==> src/permu_consts.svh <==
// Sizing constants of the permutation unit, included by the package, the RTL and the testbench
`ifndef PERMU_CONSTS_SVH
`define PERMU_CONSTS_SVH

// Lane cluster geometry
`define PERMU_NUM_LANES 4
`define PERMU_NUM_BANKS 2
`define PERMU_ELEN 64

// Element layout of one operand beat
`define PERMU_EW 16
`define PERMU_ELEMS 32

// Index bits taken from each index element, so indices wrap modulo 32
`define PERMU_IDX_W 5

// Instruction queue and instruction ids
`define PERMU_INSN_DEPTH 4
`define PERMU_NR_VINSN 4

// Per-lane rows occupied by one vector register
`define PERMU_ROWS_PER_VREG 4

`endif

==> src/permu_pkg.sv <==
// Shared types of the permutation unit, imported by every RTL module and the testbench
`include "permu_consts.svh"

package permu_pkg;

   ////////////////////////////////////////////////////////////////////
   // Sequencer interface
   ////////////////////////////////////////////////////////////////////

   typedef logic [$clog2(`PERMU_NR_VINSN)-1:0] vid_t;

   typedef enum logic [1:0] {
      VFU_ALU,
      VFU_MUL,
      VFU_LOAD,
      VFU_PERM
   } vfu_e;

   typedef struct packed {
      vid_t       id;
      vfu_e       vfu;
      logic [4:0] vd;
   } pe_req_t;

   // One done bit per instruction id
   typedef struct packed {
      logic [`PERMU_NR_VINSN-1:0] vinsn_done;
   } pe_resp_t;

   ////////////////////////////////////////////////////////////////////
   // Operand and result data
   ////////////////////////////////////////////////////////////////////

   typedef logic [`PERMU_ELEN-1:0] elen_t;
   typedef logic [7:0] vaddr_t;

   // Lane order: lane, then bank
   typedef elen_t [`PERMU_NUM_LANES-1:0][`PERMU_NUM_BANKS-1:0] lane_beat_t;

   // Element order: element 0 is the lowest
   typedef logic [`PERMU_ELEMS-1:0][`PERMU_EW-1:0] elem_beat_t;

   typedef struct packed {
      vid_t       id;
      vaddr_t     addr;
      lane_beat_t wdata;
   } payload_t;

   // Gather engine phases
   typedef enum logic [1:0] {
      GATHER_IDX,
      GATHER_DATA,
      GATHER_HOLD
   } gather_state_e;

endpackage

==> src/permu_result_queue.sv <==
// Single-entry result buffer that writes all lanes at once and commits on a full grant
`timescale 1ns/1ps
`include "permu_consts.svh"

module permu_result_queue import permu_pkg::*; (
   input  logic                         clk_i,
   input  logic                         rst_ni,
   // From the gather unit
   input  logic                         push_i,
   input  payload_t                     payload_i,
   output logic                         ready_o,
   // Lane write ports
   output logic   [`PERMU_NUM_LANES-1:0] result_req_o,
   output vid_t   [`PERMU_NUM_LANES-1:0] result_id_o,
   output vaddr_t [`PERMU_NUM_LANES-1:0] result_addr_o,
   output lane_beat_t                   result_wdata_o,
   input  logic   [`PERMU_NUM_LANES-1:0] result_gnt_i,
   // To the instruction queue
   output logic                         commit_o
);

   payload_t payload_q;
   logic     valid_q;

   assign ready_o = !valid_q;

   always_comb begin
      for (int l = 0; l < `PERMU_NUM_LANES; l++) begin
         result_req_o[l]  = valid_q;
         result_id_o[l]   = payload_q.id;
         result_addr_o[l] = payload_q.addr;
      end
   end
   assign result_wdata_o = payload_q.wdata;

   // Released only when every lane grants in the same cycle
   assign commit_o = &(result_req_o & result_gnt_i);

   always_ff @(posedge clk_i or negedge rst_ni) begin
      if (!rst_ni) begin
         valid_q <= 1'b0;
      end else if (push_i) begin
         valid_q <= 1'b1;
      end else if (commit_o) begin
         valid_q <= 1'b0;
      end
   end

   always_ff @(posedge clk_i) begin
      if (push_i) begin
         payload_q <= payload_i;
      end
   end

   // Without a full grant the request and its payload hold
   a_req_stable: assert property (@(posedge clk_i) disable iff (!rst_ni)
      (valid_q && !commit_o) |=> (valid_q && $stable(payload_q)));

   a_push_when_empty: assert property (@(posedge clk_i) disable iff (!rst_ni)
      push_i |-> ready_o);

endmodule

==> config.mk <==
export PLATFORM = sky130hd
export DESIGN_NAME = permu_result_queue
export DESIGN_NICKNAME = d
export VERILOG_FILES = /design/src/permu_pkg.sv /design/src/permu_result_queue.sv
export VERILOG_INCLUDE_DIRS = /design/src
export SDC_FILE = /design/constraint.sdc
export NUM_CORES = 1
export LEC_CHECK = 0
export ABC_CLOCK_PERIOD_IN_PS = 1900
export BUFFER_PORTS_ARGS = -buffer_cell sky130_fd_sc_hd__buf_2
export CELL_PAD_IN_SITES_DETAIL_PLACEMENT = 1
export CELL_PAD_IN_SITES_GLOBAL_PLACEMENT = 2
export CORE_AREA = 4 4 417 419
export DETAILED_ROUTE_END_ITERATION = 10
export DIE_AREA = 0 0 421 423
export PLACE_DENSITY_LB_ADDON = 0.1
export SLEW_MARGIN = 20
export SYNTH_ARGS = -nofsm -noshare
export SYNTH_HDL_FRONTEND = slang
export SYNTH_SLANG_ARGS = --single-unit
==> constraint.sdc <==
create_clock -name clk_i -period 1.9 [get_ports clk_i]
set_input_delay 0.095 -clock clk_i [delete_from_list [all_inputs] [get_ports clk_i]]
set_output_delay 0.095 -clock clk_i [all_outputs]
set_load 0.05 [all_outputs]
### Word level (Yosys, flattened, before mapping)

Cells that the tools add are included.

| word-level totals | value |
|---|---|
| register bits after elaboration | 523 |
| latch bits | 0 |
| RAM bits | 0 |
| bits in read-only memories | 0 |
| output and inout bits | 558 |
| memories kept | 0 |

| operators by class | value |
|---|---|
| $add $sub $neg | 0 |
| multipliers | 0 |
| div/mod/pow operators | 0 |
| $lt $le $gt $ge | 0 |
| equal/unequal tests | 0 |
| shift operators | 0 |
| muxes and demuxes | 2 |
| bitwise logic cells | 1 |
| reduce and logical (&&, ||, !) cells | 3 |

Operator list:

| kind | count |
|---|---|
| $and A4 B4 Y4 | 1 |
| $reduce_and A4 Y1 | 1 |
| $mux W1 | 2 |
| $reduce_bool A2 Y1 | 1 |
| $logic_not A1 Y1 | 1 |

### Logic depth before layout (Yosys ltp)

| depth | value |
|---|---|
| word-level depth | 4 |
| depth in mapped cells | 2 |
| mapped depth without buffers | 2 |

### Worst setup path before layout

OpenSTA, ideal clock, no wires.

| timing path | value |
|---|---|
| path kind | register -> output |
| from | reg valid_q |
| to | out commit_o |
| data arrival time | 1.358 ns |
| required time | 1.805 ns |
| setup slack | 0.447 ns |
| cell stages (with the launch flop) | 3 |
| cell sequence | dfrtp_1 inv_1 nor2_1 |

| on the way | value |
|---|---|
| longest elaborated chain between the ends | 2 |

RTL lines:

| item | RTL line | source |
|---|---|---|
| start: declaration | permu_result_queue.sv:23 | `logic valid_q;` |
| start signal: assignment | permu_result_queue.sv:41 | `valid_q <= 1'b0;` |
| start signal: assignment | permu_result_queue.sv:43 | `valid_q <= 1'b1;` |
| start signal: assignment | permu_result_queue.sv:45 | `valid_q <= 1'b0;` |
| $and A4 B4 Y4 | permu_result_queue.sv:37 | `assign commit_o = &(result_req_o & result_gnt_i);` |
| $reduce_and A4 Y1 | permu_result_queue.sv:37 |  |
| end: declaration | permu_result_queue.sv:19 | `output logic commit_o` |

Every way passes these cells.

### Final worst setup path

Same ends and word-level chain as after synthesis.

==> qor.yml <==
grt_pass1_vias: 14400
fin_util: 0.188
use_met2: 0.194
path_depth: 3
startpoint_type: "flip-flop"
overflow: 0
grt_pass1_wl_mm: 127
setup-violations-final: 0
cts_root_buf: "clkbuf_16"
drive_gt1_frac: 0.528
die_w_um: 421
seq_area_um2: 15700
insertion_delay_ns: 0.64
vias: 12700
reg2reg_slack_ns: 1.17
synth.top_cell.area_share: 0.981
sw_frac_of_total: 0.309
ys_seq_area_frac: 0.983
synth_cell_types: 7
required_ns: 1.80
fin_crit_sh: 0.859
reg2regPathDepth: 1
drv_slew: 0
syn-num-nets: 1090
dpl.hpwl_mm: 78.9
grt_use_met3: 0.0371
syn_inst: 561
portBuffers: 1086
critPathCaptureType: "primary output"
yosys_warnings: 0
net-switching-power_uw: 10600
fmax_mhz: 613
die_y_um: 423
synthArstFlopShare: 0.00191
cellPowerDensity_nw_per_um2: 1070
drc: 0
die_area_um2: 178000
cts.sinks: 523
rows: 152
syn_area_per_cell_um2: 28.5
worst_r2r_endpoint: "valid_q$_DFFE_PN0P_"
antenna_found_initial: 35
syn_area_um2: 16000
cpPeakStageDelay_ns: 0.43
crit_start: "valid_q$_DFFE_PN0P_"
syn2layout_area_growth_pct: 100
skew_ns: 0
min_path_cells: 2
rsz0062_at_grt: "false"
crit_path_end: "commit_o"
r2r_start: "valid_q$_DFFE_PN0P_"
post-cts-setup-buffer-count: 0
seqPwrFrac: 0.408
slew_headroom: 0.638
gr-usage-met1: 0.106
worstPathBufferInverterCount: 2
cp_cell_sequence: "inv_1, nor2_1, buf_2"
ys_top_cells_by_count: "edfxtp_1, buf_4"
critical_path_class: "reg -> out"
synthTopCellsByArea: "edfxtp_1, buf_4, dfrtp_1, a21o_1, nand4_1"
synth-edff-count: 522
peakVddDrop_uv: 581
track_usage: 0.104
numCtsBuffers: 76
drt_iter0_drc: 422
slowest_stage: "dfrtp_1"
cp_data_arrival_time_ns: 1.54
hold_viol: 0
clkPwrFrac: 0.399
crit_family: "flip-flops"
gp_congestion: 0.818
h-tree-depth: 3
tightestPinTransition_ns: 0.543
status: "finished clean"
cts.clk_slew.worst_paths_ns: 0.06
hold_path.class: "in -> reg"
synth.most_common_cell: "edfxtp_1"
p_int_uw: 23700
totalWireLength_mm: 95.5
layout.nets: 2779
yosysTopAreaCell: "edfxtp_1"
grt_max_degree: 89
leakage_uw: 0.0130
synth-main-ff-cell: "edfxtp_1"
top_usage_layer: "met2"
core_um2: 171000
setup_tns_ns: 0
cts_buffer_depth: 3
period_needed_ns: 1.63
critPathMaxFanout: 6
avgViaCountPerCell: 2.79
nFillCells: 19200
start_util: 0.0937
cts_tree: "yes"
power_frac_comb: 0.193
ios: 1087
ys_ff_latch: 523
wire_per_inst_um: 21.0
multi_input_area_um2: 17.5
firstDrtPassIters: 4
ant_nets: 0
drv_cap: 0
power by group through the flow:
stage,registers (uW),clock network (uW),logic [uW]
final,14000,13700,6600
after global routing,14100,14900,6860
after CTS,14000,14500,6770
after detailed placement,14200,0,5740
after global placement,14200,0,5760
after floorplan,17400,0,274
layer usage:
metal | part of all wire | up-vias
met5 | 0.00042 | -
met4 | 0.027 | 6
met3 | 0.078 | 125
met2 | 0.54 | 576
met1 | 0.35 | 6346
li1 | - | 5657
flip-flops by register name, summed over array words and instances, names as in the netlist:
| register | flops |
|---|---|
| result_wdata_o | 512 |
| valid_q | 1 |
| result_addr_o | 8 |
| result_id_o | 2 |
how the worst min path moves through the flow:
stage,end,start,slack (ns)
floorplan,valid_q$_DFFE_PN0P_,rst_ni,-0.20
global placement,valid_q$_DFFE_PN0P_,rst_ni,-0.13
detailed placement,valid_q$_DFFE_PN0P_,rst_ni,-0.13
CTS,result_wdata_o[218]$_DFFE_PP_,payload_i[218],0.04
global route,result_wdata_o[329]$_DFFE_PP_,payload_i[329],0.08
finish,result_wdata_o[414]$_DFFE_PP_,payload_i[414],0.15
layout by cell type, fill, tap and decap left out:
| master | n |
|---|---|
| buf_2 | 1085 |
| dlygate4sd3_1 | 527 |
| edfxtp_1 | 522 |
| clkbuf_16 | 78 |
| buf_4 | 22 |
| clkinv_1 | 21 |
| clkbuf_1 | 15 |
| diode_2 | 10 |
| clkinv_2 | 10 |
| buf_12 | 10 |
| bufinv_16 | 5 |
| clkinv_8 | 3 |
| inv_6 | 2 |
| clkinvlp_4 | 2 |
| inv_1 | 1 |
| nand4_1 | 1 |
| nor2_1 | 1 |
| a21o_1 | 1 |
| buf_8 | 1 |
| dfrtp_1 | 1 |
cells by family after synthesis:
kind of cell | Yosys count | share of synthesized area
compound gates | 1 | 0.000470
flops | 523 | 0.983
buf+inv | 35 | 0.0162
simple gates | 2 | 0.000627
area by class of cell:
class	instances	area share
sequential	523	0.491
timing repair buffer	1645	0.346
tap	2233	0.0873
clock buffer	93	0.0628
clock inverter	43	0.0113
antenna	10	0.000782
multi-input combinational	3	0.000547
inverter	1	0.000117
through the flow:
step | cells | setup WS [ns] | hold slack, ns | instance area, um2 | total power [uW]
finish | 4551 | 0.269 | 0.147 | 32000 | 34300
detailed placement | 3878 | 0.533 | -0.127 | 24300 | 20000
floorplan | 561 | 0.447 | -0.201 | 16000 | 17700
global placement | 3878 | 0.552 | -0.127 | 24300 | 20000
CTS | 4541 | 0.185 | 0.0406 | 32000 | 35200
global route | 4545 | 0.0747 | 0.0845 | 32000 | 35900
timing repair:
action                    4_1_cts  5_1_grt
hold endpoints to repair      590        0
gates resized for setup         0        0
hold buffers                  527        0
No activity file was read; power rests on OpenSTA's default activity.
