## config.mk

```make
export PLATFORM = sky130hd
export DESIGN_NAME = permu_insn_queue
export DESIGN_NICKNAME = d
export VERILOG_FILES = /design/src/permu_pkg.sv /design/src/permu_insn_queue.sv
export VERILOG_INCLUDE_DIRS = /design/src
export SDC_FILE = /design/constraint.sdc
export NUM_CORES = 1
export LEC_CHECK = 0
export BUFFER_PORTS_ARGS = -buffer_cell sky130_fd_sc_hd__buf_4
export CAP_MARGIN = 20
export CELL_PAD_IN_SITES_DETAIL_PLACEMENT = 1
export CELL_PAD_IN_SITES_GLOBAL_PLACEMENT = 1
export CORE_MARGIN = 1.5
export CORE_UTILIZATION = 30
export DETAILED_ROUTE_END_ITERATION = 8
export GPL_TIMING_DRIVEN = 0
export PLACE_DENSITY_LB_ADDON = 0.1
export SLEW_MARGIN = 20
export SYNTH_ARGS = -nofsm -noshare
export SYNTH_HDL_FRONTEND = slang
export SYNTH_SLANG_ARGS = --single-unit
```

## constraint.sdc

```tcl
create_clock -name clk_i -period 7.4 [get_ports clk_i]
set_input_delay 1.48 -clock clk_i [delete_from_list [all_inputs] [get_ports clk_i]]
set_output_delay 1.48 -clock clk_i [all_outputs]
set_load 0.02 [all_outputs]
```

## src/permu_consts.svh

```systemverilog
// Sizing constants of the permutation unit, included by the package, the RTL and the testbench
`ifndef PERMU_CONSTS_SVH
`define PERMU_CONSTS_SVH

// Lane cluster geometry
`define PERMU_NUM_LANES 4
`define PERMU_NUM_BANKS 2
`define PERMU_ELEN 64

// Element layout of one operand beat
`define PERMU_EW 16
`define PERMU_ELEMS 32

// Index bits taken from each index element, so indices wrap modulo 32
`define PERMU_IDX_W 5

// Instruction queue and instruction ids
`define PERMU_INSN_DEPTH 4
`define PERMU_NR_VINSN 4

// Per-lane rows occupied by one vector register
`define PERMU_ROWS_PER_VREG 4

`endif

```

## src/permu_pkg.sv

```systemverilog
// Shared types of the permutation unit, imported by every RTL module and the testbench
`include "permu_consts.svh"

package permu_pkg;

   ////////////////////////////////////////////////////////////////////
   // Sequencer interface
   ////////////////////////////////////////////////////////////////////

   typedef logic [$clog2(`PERMU_NR_VINSN)-1:0] vid_t;

   typedef enum logic [1:0] {
      VFU_ALU,
      VFU_MUL,
      VFU_LOAD,
      VFU_PERM
   } vfu_e;

   typedef struct packed {
      vid_t       id;
      vfu_e       vfu;
      logic [4:0] vd;
   } pe_req_t;

   // One done bit per instruction id
   typedef struct packed {
      logic [`PERMU_NR_VINSN-1:0] vinsn_done;
   } pe_resp_t;

   ////////////////////////////////////////////////////////////////////
   // Operand and result data
   ////////////////////////////////////////////////////////////////////

   typedef logic [`PERMU_ELEN-1:0] elen_t;
   typedef logic [7:0] vaddr_t;

   // Lane order: lane, then bank
   typedef elen_t [`PERMU_NUM_LANES-1:0][`PERMU_NUM_BANKS-1:0] lane_beat_t;

   // Element order: element 0 is the lowest
   typedef logic [`PERMU_ELEMS-1:0][`PERMU_EW-1:0] elem_beat_t;

   typedef struct packed {
      vid_t       id;
      vaddr_t     addr;
      lane_beat_t wdata;
   } payload_t;

   // Gather engine phases
   typedef enum logic [1:0] {
      GATHER_IDX,
      GATHER_DATA,
      GATHER_HOLD
   } gather_state_e;

endpackage

```

## src/permu_insn_queue.sv

```systemverilog
// Instruction queue of the permutation unit; accepts sequencer requests, issues and commits them
`timescale 1ns/1ps
`include "permu_consts.svh"

module permu_insn_queue import permu_pkg::*; (
   input  logic                       clk_i,
   input  logic                       rst_ni,
   // Main sequencer
   input  pe_req_t                    pe_req_i,
   input  logic                       pe_req_valid_i,
   input  logic [`PERMU_NR_VINSN-1:0] pe_vinsn_running_i,
   output logic                       pe_req_ready_o,
   output pe_resp_t                   pe_resp_o,
   // Gather unit and result queue
   output logic                       issue_valid_o,
   output pe_req_t                    issue_req_o,
   input  logic                       issue_done_i,
   input  logic                       commit_i
);

   localparam int unsigned Depth = `PERMU_INSN_DEPTH;
   localparam int unsigned PtrW  = $clog2(Depth);
   localparam int unsigned CntW  = PtrW + 1;

   typedef logic [PtrW-1:0] pnt_t;
   typedef logic [CntW-1:0] cnt_t;

   function automatic pnt_t next_pnt(input pnt_t pnt);
      return (pnt == pnt_t'(Depth - 1)) ? '0 : pnt + 1'b1;
   endfunction

   pe_req_t queue_q [Depth];

   // Accept, issue and commit positions in the ring
   pnt_t accept_pnt_q, issue_pnt_q, commit_pnt_q;
   // Entries still to hand off, and entries still to commit
   cnt_t issue_cnt_q, commit_cnt_q;

   logic [`PERMU_NR_VINSN-1:0] running_d, running_q;
   pe_resp_t resp_d;
   pe_req_t  commit_req;
   logic     accept;

   assign pe_req_ready_o = (commit_cnt_q != cnt_t'(Depth));

   // Only new permutation requests are taken; the rest are dropped
   assign accept = pe_req_valid_i && pe_req_ready_o && (pe_req_i.vfu == VFU_PERM) &&
                   !running_q[pe_req_i.id];

   assign issue_valid_o = (issue_cnt_q != '0);
   assign issue_req_o   = queue_q[issue_pnt_q];
   assign commit_req    = queue_q[commit_pnt_q];

   always_comb begin
      running_d = running_q & pe_vinsn_running_i;
      if (accept) begin
         running_d[pe_req_i.id] = 1'b1;
      end
      resp_d = '0;
      if (commit_i) begin
         resp_d.vinsn_done[commit_req.id] = 1'b1;
      end
   end

   always_ff @(posedge clk_i or negedge rst_ni) begin
      if (!rst_ni) begin
         accept_pnt_q <= '0;
         issue_pnt_q  <= '0;
         commit_pnt_q <= '0;
         issue_cnt_q  <= '0;
         commit_cnt_q <= '0;
         running_q    <= '0;
         pe_resp_o    <= '0;
      end else begin
         if (accept) begin
            accept_pnt_q <= next_pnt(accept_pnt_q);
         end
         if (issue_done_i) begin
            issue_pnt_q <= next_pnt(issue_pnt_q);
         end
         if (commit_i) begin
            commit_pnt_q <= next_pnt(commit_pnt_q);
         end
         issue_cnt_q  <= issue_cnt_q + cnt_t'(accept) - cnt_t'(issue_done_i);
         commit_cnt_q <= commit_cnt_q + cnt_t'(accept) - cnt_t'(commit_i);
         running_q    <= running_d;
         pe_resp_o    <= resp_d;
      end
   end

   always_ff @(posedge clk_i) begin
      if (accept) begin
         queue_q[accept_pnt_q] <= pe_req_i;
      end
   end

   a_commit_cnt_bound: assert property (@(posedge clk_i) disable iff (!rst_ni)
      commit_cnt_q <= cnt_t'(Depth));

   // A commit can only come from an instruction already handed to the result queue
   a_commit_after_issue: assert property (@(posedge clk_i) disable iff (!rst_ni)
      commit_i |-> (commit_cnt_q > issue_cnt_q));

endmodule

```

**Word-level counts from Yosys, hierarchy flattened**

Memories as Yosys holds them, arrays and structs flattened.
Index checks and enable logic that the tools add are counted.

- $mul: 0
- Bitwise logic cells: 2
- Divide/modulo/power cells: 0
- Equality and inequality tests: 5
- Reduce and logical (&&, ||, !) cells: 7
- Mux-type cells: 13
- Magnitude comparators: 4
- $add $sub $neg: 7
- Shift operators: 0

Operators by type and width:

| cell | count |
|---|---|
| == test 2 bit (second input constant) | 4 |
| two-way mux 4 bit | 2 |
| adder 2 x 1 -> 2 bit (second input constant) | 3 |
| adder 3 x 1 -> 3 bit | 2 |
| < comparator 2 x 3 -> 1 bit (second input constant) | 2 |
| two-way mux 2 bit | 3 |
| subtractor 3 x 1 -> 3 bit | 2 |
| logical AND 1 bit | 5 |
| two-way mux 1 bit | 5 |
| AND 4 bit | 1 |
| demux 1 bit (select 2 bit) | 2 |
| >= comparator 2 x 1 -> 1 bit (second input constant) | 2 |
| OR 4 bit | 1 |
| inequality test 3 bit (second input constant) | 1 |
| nonzero test 3 bit | 1 |
| binary-select mux 1 bit (select 2 bit) | 1 |
| logical NOT 1 bit | 1 |

- Output and inout port bits: 15
- Register bits after elaboration: 20
- Latch bits: 0
- Memories kept: 1
- Memory bits (read-only): 0
- RAM bits: 36

Memory list:

| memory | words | width | rd ports | clocked after Yosys merged registers in | write ports | RTL line | source |
|---|---|---|---|---|---|---|---|
| queue_q | 4 | 9 | 2 | 0 | 1 | permu_insn_queue.sv:32 | `pe_req_t queue_q [Depth];` |

**Longest topological paths before layout**

- Word-level depth: 6
- Mapped depth: 10

**Worst setup path after synthesis**

Ideal clock, no wire load.

- Path kind: input-to-reg
- From: input port pe_req_i[8] (netlist name)
- To: register commit_cnt_q[2]
- Setup slack: 3.918 ns
- Stages: 9
- Arrival time: 3.359 ns
- Buffers on the path: 0
- Cells stage by stage: mux2_2 > a221oi_4 > inv_1 > ha_1 > inv_1 > ha_1 > fa_1 > xor2_1 > xnor2_1

- Longest elaborated chain between the ends: 6

Ends and longest elaborated chain:

| what | RTL line | source |
|---|---|---|
| from (decl) | permu_insn_queue.sv:9 | `input pe_req_t pe_req_i,` |
| binary-select mux 1 bit (select 2 bit) | permu_insn_queue.sv:48 | `!running_q[pe_req_i.id];` |
| two-way mux 1 bit (implied by the code) | permu_insn_queue.sv:48 |  |
| logical NOT 1 bit | permu_insn_queue.sv:48 |  |
| logical AND 1 bit | permu_insn_queue.sv:47 | `assign accept = pe_req_valid_i && pe_req_ready_o && (pe_req_i.vfu == VFU_PERM) &&` |
| adder 3 x 1 -> 3 bit | permu_insn_queue.sv:85 | `commit_cnt_q <= commit_cnt_q + cnt_t'(accept) - cnt_t'(commit_i);` |
| subtractor 3 x 1 -> 3 bit | permu_insn_queue.sv:85 |  |
| to (signal assigned) | permu_insn_queue.sv:85 |  |
| to (decl) | permu_insn_queue.sv:37 | `cnt_t issue_cnt_q, commit_cnt_q;` |

No other way between the ends. The select of a mux whose other input is x is not followed.
A chain may end at the register's enable or synchronous reset.

**Worst setup path in the final report**

- From: input port pe_req_i[8] (netlist name)
- To: register issue_cnt_q[2]

- Longest elaborated chain between the ends: 6

Ends and longest elaborated chain:

| what | RTL line | source |
|---|---|---|
| binary-select mux 1 bit (select 2 bit) | permu_insn_queue.sv:48 |  |
| two-way mux 1 bit (implied by the code) | permu_insn_queue.sv:48 |  |
| logical NOT 1 bit | permu_insn_queue.sv:48 |  |
| logical AND 1 bit | permu_insn_queue.sv:47 |  |
| adder 3 x 1 -> 3 bit | permu_insn_queue.sv:84 | `issue_cnt_q <= issue_cnt_q + cnt_t'(accept) - cnt_t'(issue_done_i);` |
| subtractor 3 x 1 -> 3 bit | permu_insn_queue.sv:84 |  |
| to (signal assigned) | permu_insn_queue.sv:84 |  |
| to (decl) | permu_insn_queue.sv:37 |  |

No other way between the ends. The select of a mux whose other input is x is not followed.

==> results by stage <==
Drt:
- The pre-antenna-repair detailed-routing pass consisted of 3 iterations.
- After detailed routing, the number of remaining DRC violations is 0.
- Dividing the detail-routed via count by the number of cells gives 4.61.
- The count of nets left with antenna violations once routing finished came out at 0.
- The violation count after the first detailed-routing iteration is 62.
- The final routed wirelength across all metal layers is 4430 µm.
- The number of vias in the routed layout is 1263.
- The detailed-route wire length per cell is 16.1 µm.

Timing:
- The share of the cycle needed by the critical path after routing is 0.488.
- The final hold slack is 492 ps.
- Timing would allow up to 277 MHz.
- The number of max-slew violations in the final report is 0.
- The number of endpoints with negative hold slack in the final report was 0.
- The time the final worst path needs with I/O delays and setup is 3610 ps.
- The worst pin sits at a relative slew slack of 0.568.
- The worst path setup slack after routing is 3790 ps.
- The setup skew after layout is 4.30 ps.
- Setup violations remaining at the end of the flow were counted as 0.
- Setup repair after global routing left no endpoint under its margin.
- For the pin with the worst max-slew slack, the measured transition is 648 ps.
- The sum of negative setup slack is 0 ps.

Finish:
- In the final layout, the share of cells above drive strength 1 is 0.384.
- The repair_antennas step left the layout with diodes totalling 0.
- The layout-stage area growth over the synthesis result is 19.3%.
- The number of fillers in the final layout is 801.
- The design area is 2810 µm².
- The total number of nets in the final design is 201.
- The final standard cell utilization of the core is 0.366.
- The library cell used most frequently in the layout, excluding fill and tap cells, is sky130_fd_sc_hd__edfxtp_1.
- The non-filler instance count after layout is 274.
- Leaving out fill and tap cells, the most frequent cells in the layout are sky130_fd_sc_hd__edfxtp_1 (36), sky130_fd_sc_hd__buf_4 (32), sky130_fd_sc_hd__dfrtp_1 (20), sky130_fd_sc_hd__mux4_2 (11).

Synth:
- After synthesis, the share of cell area in mux cells is 0.142.
- Of the total synthesized cell area, the portion taken by AND, OR, NAND and NOR gates is 0.0557.
- The post-synth net total is 162.
- The area share of xor/xnor cells in the synthesized design is 0.0149.
- After synthesis the netlist holds a flip-flop and latch count of 56.
- The count of yosys warnings during synthesis is 0.
- Of the total synthesized cell area, the portion taken by full adders, half adders and majority gates is 0.0700.
- For this run, the register share of the synthesized area comes to 0.671.
- The per-instance average area after synthesis is 17.9 µm².
- The compound-gate portion of the synthesized area came to 0.0276.
- The proportion of synthesized flip-flops having asynchronous set or reset is 0.357.
- In this run the cell area of the synthesized design comes to 2360 µm².
- Yosys mapped a number of flops with a built-in enable equal to 36.
- Among all flip-flop cells after synthesis, the most frequent one is sky130_fd_sc_hd__edfxtp_1.
- Synthesis produced a netlist whose cell count is 132.
- The number of distinct standard cells referenced by the synthesized netlist is 28.
- By area, the combinational part of the netlist is dominated by multiplexers.

Power and ir drop:
- The worst vdd rail ir drop is 0.113 mV.
- The switching power total is 0.310 mW.
- The internal portion of the total power is 0.630 mW.
- The power share of the sequential group is 0.452.
- The switching share of power is 0.330.
- In this run the static leakage power is 1.10 nW.
- Power comes to 0.940 mW.
- The logic gate share of total power is 0.375.
- The power density over the cells is 334 nW/µm².
- The clock network power share is 0.174.

Global route:
- Summed over all layers, the global routing overflow is 0.
- The number of global-route vias before repair is 1415.
- The first-pass GRT wire length is 7380 µm.
- The initial antenna violation count is 0.
- For this run, the total global-route usage over all layers was measured as 0.119.
- Entering global routing, the biggest net connects 21 pins.

Worst setup path:
- The endpoint identified for the worst register-to-register timing path is issue_cnt_q[2].
- The critical path is of the input pin to register type.
- The data arrival time of the critical path is 3850 ps.
- STA classifies the critical path startpoint as an input pin.
- The reg-to-reg setup timing slack is 4700 ps.
- At the worst endpoint, the required time is 7630 ps.
- STA classifies the critical path endpoint as a register.
- The cell count of the worst reg-to-reg path is 10.
- In this run the worst path has a maximum fanout of 10.
- In this run the critical register-to-register path is launched from commit_cnt_q[2].

Clock network:
- The number of H-tree levels is 2.
- The source-to-sink clock delay at the later pin of the worst-skew pair is 300 ps.
- Counting the buffers created by CTS gives 5.
- The number of sinks driven by the clock tree is 56.
- The tree is rooted in a sky130_fd_sc_hd__clkbuf_8.
- The total of hold buffers inserted after clock tree synthesis is 0.
- The total setup buffers inserted after CTS is 0.
- The clock passes through at most 2 buffers.
- Clock-pin slew was measured on the worst setup and hold paths at 100 ps.
- TritonCTS built the clock tree.
- The number of gates resized after CTS was 0.

Placement:
- At the placement stage, the worst setup path has a slack of 3410 ps.
- At the end of routability-driven placement, the weighted congestion stood at 0.689.
- Once placement completed, the tool counted placed cells totaling 266.
- The area after detailed placement is 2730 µm².
- Summed over all nets, the half-perimeter wirelength after detailed placement is 3190 µm.
- In this run the tool buffered the top-level ports with 32 buffer cells.

Die:
- The row count is 32.
- The initial utilization of the core area, before any placement, comes to 0.307.
- The die is 91.7 µm tall.
- The top-level I/O count is 33.
- The floorplan core area is 7690 µm².
- The die outline width is 91.7 µm.
- The floorplan step defined a die boundary enclosing 8400 µm².

Run:
- Max-cap violations in this run came to 0.

Outcome:
- The flow ran to the end, and the final reports show no timing, DRC or antenna violations.

Min path:
- The path with the worst hold slack has its endpoint at running_q[1].
- The kind of path behind the tightest hold check is register to register.
- Counting instances, the worst hold path has a depth of 1.
- In this run the most critical hold path is launched from running_q[1].
[layout make-up]
type / instances / area (µm²) / share of cell area
clock buffers: 5 / 68.8 / 0.0245
inverters: 10 / 37.5 / 0.0133
multi-input cells: 64 / 731 / 0.260
well taps: 102 / 128 / 0.0454
plain buffers: 2 / 8.76 / 0.00311
clock inverters: 3 / 17.5 / 0.00623
flip-flops and latches: 56 / 1580 / 0.562
repair buffers: 32 / 240 / 0.0854
[registers in the layout, indices dropped and copies added, names as in the netlist]
| signal | count |
|---|---|
| commit_cnt_q | 3 |
| issue_cnt_q | 3 |
| accept_pnt_q | 2 |
| pe_resp_o | 4 |
| queue_q | 36 |
| running_q | 4 |
| issue_pnt_q | 2 |
| commit_pnt_q | 2 |
[cell usage after synthesis (2+ instances only)]
cell / n / area, µm²
sky130_fd_sc_hd__edfxtp_1: 36 / 1080
sky130_fd_sc_hd__dfrtp_1: 20 / 500
sky130_fd_sc_hd__mux4_2: 11 / 248
sky130_fd_sc_hd__ha_1: 10 / 125
sky130_fd_sc_hd__inv_1: 10 / 37.5
sky130_fd_sc_hd__nand2_1: 6 / 22.5
sky130_fd_sc_hd__nor2_1: 6 / 22.5
sky130_fd_sc_hd__mux2_2: 5 / 56.3
sky130_fd_sc_hd__and2_2: 4 / 30.0
sky130_fd_sc_hd__xnor2_1: 3 / 26.3
sky130_fd_sc_hd__fa_1: 2 / 40.0
sky130_fd_sc_hd__mux2_4: 2 / 30.0
sky130_fd_sc_hd__o21ai_0: 2 / 10.0
[power groups by stage]
| stage | sequential (mW) | combinational (mW) | clock [mW] |
|---|---|---|---|
| floorplan | 0.430 | 0.231 | 0 |
| global placement | 0.427 | 0.342 | 0 |
| detailed placement | 0.432 | 0.363 | 0 |
| CTS | 0.426 | 0.366 | 0.171 |
| global route | 0.434 | 0.391 | 0.182 |
| finish | 0.425 | 0.352 | 0.163 |
[per-layer routing]
metal  GRT usage  vias up  wire length [µm]
met2       0.212       20              2410
met1       0.142      668              1810
li1            -      569                 -
met5           0        -                 0
met3      0.0282        6               131
met4      0.0391        0                71
[critical path, cell delays in order]
cell and delay (ps):
sky130_fd_sc_hd__buf_4 140, sky130_fd_sc_hd__mux2_2 360, sky130_fd_sc_hd__a221oi_4 410, sky130_fd_sc_hd__inv_1 170
sky130_fd_sc_hd__ha_1 310, sky130_fd_sc_hd__inv_1 40, sky130_fd_sc_hd__ha_1 180, sky130_fd_sc_hd__fa_1 390
sky130_fd_sc_hd__xnor2_1 220, sky130_fd_sc_hd__xnor2_1 150
[logic make-up (layout without fill, tap and decap cells)]
logic type,after synthesis,after routing
compound gates,6,6
fa+ha+maj,12,12
flops,56,56
simple gates,24,24
mux,18,18
buf+inv,12,52
xor+xnor,4,4
[how the worst max path moves through the flow]
stage / start / end / slack (ps) / cells after the start
5_1_grt: pe_req_i[8] / issue_cnt_q[2] / 3570 / 10
2_1_floorplan: pe_req_i[8] / commit_cnt_q[2] / 3920 / 9
3_3_place_gp: pe_req_i[8] / commit_cnt_q[2] / 3560 / 10
3_5_place_dp: pe_req_i[8] / issue_cnt_q[2] / 3410 / 10
6_report: pe_req_i[8] / issue_cnt_q[2] / 3790 / 10
4_1_cts: pe_req_i[8] / issue_cnt_q[2] / 3730 / 10
Power figures use the tool's default switching activity.
